**src/ts_pkg.sv**
```systemverilog
// Timestamp insertion definitions
`default_nettype none

package ts_pkg;

  // ************************************************************
  // Stream geometry
  // ************************************************************

  localparam int DATA_WIDTH = 64;              // Bits carried by one data beat
  localparam int STRB_WIDTH = DATA_WIDTH / 8;  // One strobe bit per data byte
  localparam int USER_WIDTH = 128;             // Sideband travelling with each beat

  // ************************************************************
  // Stamp format and placement
  // ************************************************************

  localparam int STAMP_WIDTH = 64;            // Width of the free-running stamp
  localparam int STAMP_POS   = 32;            // Lowest sideband bit the stamp replaces
  localparam int unsigned STAMP_STEP = 1;     // Counter increment per clock

  // ************************************************************
  // Buffer sizes
  // ************************************************************

  localparam int DATA_DEPTH_BITS  = 4;        // Packet FIFO holds 16 beats
  localparam int STAMP_DEPTH_BITS = 2;        // Stamp FIFO holds 4 stamps

  // Captured counter value for one packet
  typedef logic [STAMP_WIDTH-1:0] stamp_t;

  // One beat of the packet stream with its side signals
  typedef struct packed {
    logic [DATA_WIDTH-1:0] tdata;  // Payload bytes
    logic [STRB_WIDTH-1:0] tstrb;  // Byte qualifiers
    logic [USER_WIDTH-1:0] tuser;  // Sideband that carries the stamp on first beats
    logic                  tlast;  // Marks the final beat of a packet
  } axis_beat_t;

endpackage

`default_nettype wire

```
**src/packet_buffer.sv**
```systemverilog
// Input packet buffer
`timescale 1ns/1ps
`default_nettype none

module packet_buffer import ts_pkg::*; (
  input  wire logic clk,
  input  wire logic reset,
  input  axis_beat_t in_beat,           // Incoming stream beat
  input  wire logic  in_valid,          // Source offers in_beat
  output logic       in_ready,          // Buffer takes in_beat this cycle
  input  wire logic  stamp_nearly_full, // Stamp FIFO cannot take another packet
  output logic       pkt_start,         // First beat of a packet accepted now
  output axis_beat_t data_beat,         // Oldest buffered beat
  output logic       data_empty,        // Nothing buffered
  input  wire logic  data_pop           // Merge consumes data_beat
);

  logic in_pkt;            // Between an accepted first beat and its last beat
  logic fifo_nearly_full;  // One slot left in the beat FIFO
  logic accept;            // Handshake completes this cycle

  // ************************************************************
  // Flow control
  // ************************************************************

  // A new packet only starts when its stamp has somewhere to go
  assign in_ready  = !fifo_nearly_full && (in_pkt || !stamp_nearly_full);
  assign accept    = in_valid && in_ready;
  assign pkt_start = accept && !in_pkt;   // Outside a packet every beat is a first beat

  // Packet tracking
  always_ff @(posedge clk) begin
    if (reset) begin
      in_pkt <= 1'b0;
    end else if (accept) begin
      in_pkt <= !in_beat.tlast;           // A last beat closes the packet
    end
  end

  // ************************************************************
  // Beat queue
  // ************************************************************

  small_fifo #(
    .entry_t    (axis_beat_t),
    .DEPTH_BITS (DATA_DEPTH_BITS)
  ) beat_fifo (
    .clk         (clk),
    .reset       (reset),
    .din         (in_beat),
    .wr_en       (accept),                // Only handshaken beats are stored
    .rd_en       (data_pop),
    .dout        (data_beat),
    .empty       (data_empty),
    .nearly_full (fifo_nearly_full)
  );

endmodule

`default_nettype wire

```
**src/small_fifo.sv**
```systemverilog
// Fall-through FIFO
`timescale 1ns/1ps
`default_nettype none

module small_fifo #(
  parameter type entry_t    = logic [7:0],  // Stored item, set per instance
  parameter int  DEPTH_BITS = 2             // Log2 of the number of entries
) (
  input  wire logic clk,
  input  wire logic reset,
  input  entry_t    din,          // Entry to store
  input  wire logic wr_en,        // Push din at the next edge
  input  wire logic rd_en,        // Drop the head entry at the next edge
  output entry_t    dout,         // Head entry while empty is low
  output logic      empty,        // No entries stored
  output logic      nearly_full   // At most one free slot left
);

  // ************************************************************
  // Storage and pointers
  // ************************************************************

  entry_t mem [2**DEPTH_BITS];                   // Circular entry store

  logic [DEPTH_BITS-1:0] wr_ptr;                 // Next slot to write
  logic [DEPTH_BITS-1:0] rd_ptr;                 // Slot holding the head entry
  logic [DEPTH_BITS:0]   count;                  // Number of stored entries
  logic                  full;                   // Every slot occupied
  logic                  do_write;               // Push actually happens
  logic                  do_read;                // Pop actually happens

  // Count never exceeds the depth, so the top bit alone means full
  assign full  = count[DEPTH_BITS];
  assign empty = (count == '0);

  // Low bits all ones is depth minus one entries
  assign nearly_full = full || (&count[DEPTH_BITS-1:0]);

  assign do_write = wr_en && !full;              // Overflowing pushes are ignored
  assign do_read  = rd_en && !empty;             // Popping an empty FIFO does nothing

  // Head shows without a read cycle
  assign dout = mem[rd_ptr];

  // ************************************************************
  // Entry store
  // ************************************************************

  always_ff @(posedge clk) begin
    if (do_write) begin
      mem[wr_ptr] <= din;                        // Store the pushed entry
    end
  end

  // ************************************************************
  // Pointer and occupancy control
  // ************************************************************

  always_ff @(posedge clk) begin
    if (reset) begin
      wr_ptr <= '0;
      rd_ptr <= '0;
      count  <= '0;
    end else begin
      if (do_write) begin
        wr_ptr <= wr_ptr + 1'b1;                 // Wraps at the depth
      end
      if (do_read) begin
        rd_ptr <= rd_ptr + 1'b1;
      end
      case ({do_write, do_read})
        2'b10:   count <= count + 1'b1;          // Push only
        2'b01:   count <= count - 1'b1;          // Pop only
        default: count <= count;                 // Both or neither keeps the level
      endcase
    end
  end

endmodule

`default_nettype wire

```
**src/stamp_unit.sv**
```systemverilog
// Stamp counter and queue
`timescale 1ns/1ps
`default_nettype none

module stamp_unit import ts_pkg::*; (
  input  wire logic clk,
  input  wire logic reset,
  input  wire logic pkt_start,          // A packet's first beat is accepted now
  output stamp_t    stamp,              // Stamp of the oldest unmatched packet
  output logic      stamp_empty,        // No stamp waiting
  output logic      stamp_nearly_full,  // Room for only one more stamp
  input  wire logic stamp_pop           // Merge consumes the head stamp
);

  stamp_t counter;  // Free-running time base

  // ************************************************************
  // Time base
  // ************************************************************

  // Reads zero in the first cycle after reset is released
  always_ff @(posedge clk) begin
    if (reset) begin
      counter <= '0;
    end else begin
      counter <= counter + stamp_t'(STAMP_STEP);  // Wraps silently after 2**64 steps
    end
  end

  // ************************************************************
  // Stamp queue
  // ************************************************************

  // The pushed value is the count of the acceptance cycle itself
  small_fifo #(
    .entry_t    (stamp_t),
    .DEPTH_BITS (STAMP_DEPTH_BITS)
  ) stamp_fifo (
    .clk         (clk),
    .reset       (reset),
    .din         (counter),
    .wr_en       (pkt_start),
    .rd_en       (stamp_pop),
    .dout        (stamp),
    .empty       (stamp_empty),
    .nearly_full (stamp_nearly_full)  // Fed back to hold off new packets
  );

endmodule

`default_nettype wire

```
**src/timestamp_merge.sv**
```systemverilog
// Packet and stamp merge
`timescale 1ns/1ps
`default_nettype none

module timestamp_merge import ts_pkg::*; (
  input  wire logic clk,
  input  wire logic reset,
  input  axis_beat_t data_beat,    // Head of the packet FIFO
  input  wire logic  data_empty,   // Packet FIFO has no beat
  output logic       data_pop,     // Take data_beat this cycle
  input  stamp_t     stamp,        // Head of the stamp FIFO
  input  wire logic  stamp_empty,  // Stamp FIFO has no entry
  output logic       stamp_pop,    // Take stamp this cycle
  output axis_beat_t out_beat,     // Registered output beat
  output logic       out_valid,    // out_beat holds a beat
  input  wire logic  out_ready     // Sink takes out_beat this cycle
);

  // Two phases of every packet
  typedef enum logic {
    AWAIT_PACKET,   // Waiting for a first beat and its stamp
    FORWARD         // Passing the remaining beats through
  } state_t;

  state_t     state;       // Current phase
  state_t     state_next;  // Phase after this edge
  axis_beat_t next_beat;   // Beat to load into the output register
  logic       reg_free;    // Output register can take a new beat
  logic       load;        // Output register loads next_beat at this edge

  // ************************************************************
  // Output register availability
  // ************************************************************

  // Empty, or its current beat leaves at this same edge
  assign reg_free = !out_valid || out_ready;

  // ************************************************************
  // Next-beat selection and FIFO pops
  // ************************************************************

  always_comb begin
    next_beat  = data_beat;   // Later beats pass through unchanged
    load       = 1'b0;
    data_pop   = 1'b0;
    stamp_pop  = 1'b0;
    state_next = state;

    case (state)
      AWAIT_PACKET: begin
        // A packet goes out only together with its own stamp
        if (!data_empty && !stamp_empty && reg_free) begin
          next_beat.tuser[STAMP_POS +: STAMP_WIDTH] = stamp;  // Overlay the stamp
          load      = 1'b1;
          data_pop  = 1'b1;
          stamp_pop = 1'b1;
          if (!data_beat.tlast) begin
            state_next = FORWARD;   // One-beat packets are already complete
          end
        end
      end

      FORWARD: begin
        if (!data_empty && reg_free) begin
          load     = 1'b1;
          data_pop = 1'b1;
          if (data_beat.tlast) begin
            state_next = AWAIT_PACKET;   // Next beat in the FIFO starts a packet
          end
        end
      end

      default: begin
        state_next = AWAIT_PACKET;
      end
    endcase
  end

  // ************************************************************
  // State and output valid
  // ************************************************************

  always_ff @(posedge clk) begin
    if (reset) begin
      state     <= AWAIT_PACKET;
      out_valid <= 1'b0;
    end else begin
      state <= state_next;
      if (load) begin
        out_valid <= 1'b1;          // New beat replaces or fills the register
      end else if (out_ready) begin
        out_valid <= 1'b0;          // Beat taken with nothing behind it
      end
    end
  end

  // Payload only changes on a load, so a stalled beat is held as is
  always_ff @(posedge clk) begin
    if (load) begin
      out_beat <= next_beat;
    end
  end

endmodule

`default_nettype wire

```
**src/ts_insert_top.sv**
```systemverilog
// Receive timestamp insertion
`timescale 1ns/1ps
`default_nettype none

module ts_insert_top import ts_pkg::*; (
  input  wire logic  clk,
  input  wire logic  reset,
  input  axis_beat_t in_beat,    // Packet stream from the receive path
  input  wire logic  in_valid,
  output logic       in_ready,
  output axis_beat_t out_beat,   // Same stream with stamps in first-beat sideband
  output logic       out_valid,
  input  wire logic  out_ready
);

  // ************************************************************
  // Internal connections
  // ************************************************************

  logic       pkt_start;          // First-beat acceptance strobe
  logic       stamp_nearly_full;  // Stamp queue back-pressure to the input
  axis_beat_t data_beat;          // Buffered beat toward the merge
  logic       data_empty;
  logic       data_pop;
  stamp_t     stamp;              // Queued stamp toward the merge
  logic       stamp_empty;
  logic       stamp_pop;

  packet_buffer u_packet_buffer (
    .clk               (clk),
    .reset             (reset),
    .in_beat           (in_beat),
    .in_valid          (in_valid),
    .in_ready          (in_ready),
    .stamp_nearly_full (stamp_nearly_full),
    .pkt_start         (pkt_start),
    .data_beat         (data_beat),
    .data_empty        (data_empty),
    .data_pop          (data_pop)
  );

  stamp_unit u_stamp_unit (
    .clk               (clk),
    .reset             (reset),
    .pkt_start         (pkt_start),
    .stamp             (stamp),
    .stamp_empty       (stamp_empty),
    .stamp_nearly_full (stamp_nearly_full),
    .stamp_pop         (stamp_pop)
  );

  timestamp_merge u_timestamp_merge (
    .clk         (clk),
    .reset       (reset),
    .data_beat   (data_beat),
    .data_empty  (data_empty),
    .data_pop    (data_pop),
    .stamp       (stamp),
    .stamp_empty (stamp_empty),
    .stamp_pop   (stamp_pop),
    .out_beat    (out_beat),
    .out_valid   (out_valid),
    .out_ready   (out_ready)
  );

endmodule

`default_nettype wire

```
**config.mk**
```make
export PLATFORM = sky130hd
export DESIGN_NAME = ts_insert_top
export DESIGN_NICKNAME = d
export VERILOG_FILES = /design/src/ts_pkg.sv /design/src/packet_buffer.sv /design/src/small_fifo.sv /design/src/stamp_unit.sv /design/src/timestamp_merge.sv /design/src/ts_insert_top.sv
export SDC_FILE = /design/constraint.sdc
export NUM_CORES = 2
export LEC_CHECK = 0
export BUFFER_PORTS_ARGS = -buffer_cell sky130_fd_sc_hd__buf_2
export CORE_AREA = 2 2 689 691
export DETAILED_ROUTE_END_ITERATION = 10
export DIE_AREA = 0 0 691 693
export PLACE_DENSITY_LB_ADDON = 0.3
export SLEW_MARGIN = 0
export SYNTH_ARGS = -nofsm -noshare
export SYNTH_HDL_FRONTEND = slang
export SYNTH_SLANG_ARGS = --single-unit
```
**constraint.sdc**
```tcl
create_clock -name clk -period 34.1 [get_ports clk]
set_input_delay 5.115 -clock clk [delete_from_list [all_inputs] [get_ports clk]]
set_output_delay 5.115 -clock clk [all_outputs]
set_load 0.02 [all_outputs]
```
==> impl_metrics.toml <==
[cts]
cts.repair.resized = 0
clock-sinks = 3766
post-cts-setup-buffers = 0
numCtsBuffers = 395
cts_tree = "yes"
clock_latency_ns = 0.96
htree_levels = 5
cts_root_buffer = "clkbuf_16"
hold_buffers = 0
clk_pin_slew_ns = 0.06
cts_buffer_depth = 4

[floorplan]
fp.dieH_um = 693
start_util_pct = 29.8
row_count = 253
coreArea_um2 = 472000
die_w_um = 691
die_area_um2 = 479000
io_pins = 408

[run]
maxCapViolations = 0

[sta]
hold_viol_final = 0
rsz0062_at_grt = "no"
post-route-min-period_ns = 7.92
timing.final.crit_share_pct = 23.2
worst_pin_slew_ns = 1.48
finalSetupViolations = 0
fin_skew_ns = 0.0712
finalSetupTns_ns = 0
fmax_mhz = 126
slew_viol_final = 0
slew_headroom_pct = 1.02

[critical_path]
slowest_delay_ns = 0.84
crit_path_end_kind = "flip-flop"
cp-start-kind = "input pin"
cp.required_ns = 34.67
critPathArrivalTime_ns = 8.50
criticalPathCategory = "input pin to flip-flop"
cp_common_cell = "buf_4"
cp_slowest_cell = "buf_4"
path_cells = "buf_2, o2111a_1, buf_4, nand2_1, nor2_4, buf_4, buf_4"
critPathMaxFanout = 44

[global_routing]
grt_max_degree = 124
globalRouteTotalUtil_pct = 14.7
grt_pass1_wl_um = 507000
overflow = 0
antenna_found_initial = 152
grt_pass1_vias = 65600

[final_layout]
syn_to_final_growth_pct = 15.9
fill_cells = 43500
fin_nets = 6611
post_route_cells_drive_above_1_share_pct = 31.2
stdcell_area_um2 = 163000

[power]
leakagePower_nw = 48.8
power_per_cell_area_nw_per_um2 = 74.3
peakVddDrop_mv = 0.0759

[placement]
placed_cell_area_um2 = 151000
place.gp.congestion = 0.764
dp_hpwl_um = 199000
io_buffers = 407

[route]
wl_per_cell_um = 27.6
drt_wl_total_um = 359000
vias = 63200
drc = 0
first_pass_iters = 5
ant_nets = 0
drtIter0Drc = 6491
vias_per_cell = 4.86

[synth]
synth.area.top_cells = "edfxtp_1 78%, mux4_2 16%, dfxtp_1 1.3%"
synth_edf_count = 3673
synth.distinct_cells = 56
synth_top_area_share_pct = 78.3
ys_warn_count = 0
synth_area_per_cell_um2 = 24.4
synthesis.nets = 5997
synthCells = 5777
synth_seq_cells = 3766
synth.yosys.seq_area_share_pct = 79.6
syn_area_um2 = 141000
async_flop_share_pct = 0
synthFlopType = "edfxtp_1"
synth.largest_area_cell = "edfxtp_1"

[run_status]
status = "completed"

[hold_path]
hold_class = "flip-flop to flip-flop"
-- synth_stat cells, types with 7 or more instances --
master and instances:
inv_1 14, nor3_1 11, or4_1 7, a221oi_1 64
dfxtp_1 93, edfxtp_1 3673, nor2_1 143, nor2b_1 18
or3_1 24, ha_1 14, buf_2 94, a21oi_1 50
mux4_2 992, mux2i_1 143, nand2_1 42, nand3_1 18
buf_4 30, and3_1 11, clkbuf_1 136, a211oi_1 15
xor2_1 36, o21ai_0 25, xnor2_1 12, nand4_1 29
buf_1 26
-- layout make-up --
class	count	area, um2	share of cell area (%)
sequential	3766	112000	68.7
multi-input combinational	1706	27500	16.8
inverter	17	71.3	0.0437
antenna	31	77.6	0.0475
clock inverter	235	2310	1.41
tap	6247	7820	4.79
clock buffer	481	10300	6.30
timing repair buffer	505	3030	1.85
-- worst max-delay path, delay by kind of cell --
family,cells,cell delay (ns)
AND/OR/NAND/NOR,2,1.09
AO/OA/AOI/OAI,1,0.19
buffers and inverters,4,1.99
-- registers in the layout, summed over array words and instances (netlist names), 2 cells and up, named ones only --
signal                            count
u_packet_buffer.beat_fifo.wr_ptr      4
u_stamp_unit.stamp_fifo.rd_ptr        2
u_packet_buffer.beat_fifo.rd_ptr      4
u_packet_buffer.beat_fifo.count       5
u_packet_buffer.beat_fifo.mem      3216
u_stamp_unit.stamp_fifo.count         3
u_timestamp_merge.out_beat          201
u_stamp_unit.stamp_fifo.wr_ptr        2
u_stamp_unit.counter                 64
u_stamp_unit.stamp_fifo.mem         256
-- layer usage --
layer	global-route usage [%]	up-vias	share of wire, %
met5	0	-	0.11
met4	2.90	62	2.1
met3	3.90	570	7.7
met2	23.4	1958	47
met1	20.3	34400	43
li1	-	26200	-
-- through the flow --
stage          setup slack [ns]  util [%]  cells  hold slack [ns]  power (mW)
5_1_grt                   26.03      34.6  13000            0.537        12.6
3_3_place_gp              25.18      31.9  12200            0.478        8.08
4_1_cts                   26.17      34.5  13000            0.506        12.3
2_1_floorplan             13.70         -   5777            0.453        7.32
3_5_place_dp              25.09      31.9  12200            0.489        8.11
6_report                  26.18      34.6  13000            0.509        12.1
-- path summary, 6_finish.rpt --
path | end | from | slack, ns | depth (start not counted)
max | u_packet_buffer.beat_fifo.mem[9][21] | in_valid | 26.18 | 7
max reg2reg | u_timestamp_merge.out_beat[130] | flip-flop | 27.97 | 6
min reg2reg | flip-flop | u_packet_buffer.beat_fifo.rd_ptr[3] | 0.51 | 2
min | flip-flop | u_packet_buffer.beat_fifo.rd_ptr[3] | 0.51 | 2
-- cells by family after synthesis --
| kind of cell | Yosys count | share of synthesized area, % |
|---|---|---|
| muxes | 1137 | 16.9 |
| buffers and inverters | 305 | 0.987 |
| adders and majority gates | 15 | 0.139 |
| DFF | 3766 | 79.6 |
| AOI/OAI and AO/OA | 169 | 0.834 |
| and+or+nand+nor | 337 | 1.25 |
| xor gates and xnor gates | 48 | 0.298 |
-- where the power goes --
group          switching, mW  internal, mW  leakage, nW  total [mW]
registers              0.181          5.57         34.1        5.75
clock network           1.80          2.39         6.10        4.19
logic                   1.29         0.900         8.69        2.19
-- cells in the final DEF, fill, tap and decap left out, types with 24 or more instances in the layout --
cell / n
nand4_1: 29
bufinv_16: 32
clkinv_1: 87
xor2_1: 36
edfxtp_1: 3673
nor2_1: 131
buf_4: 79
a221oi_1: 64
o21ai_0: 25
nand2_1: 42
clkbuf_1: 81
dfxtp_1: 87
mux2i_1: 143
clkinv_2: 66
diode_2: 31
or3_1: 24
clkbuf_16: 397
buf_2: 406
mux4_2: 992
a21oi_1: 50
Power figures use the tool's default switching activity.
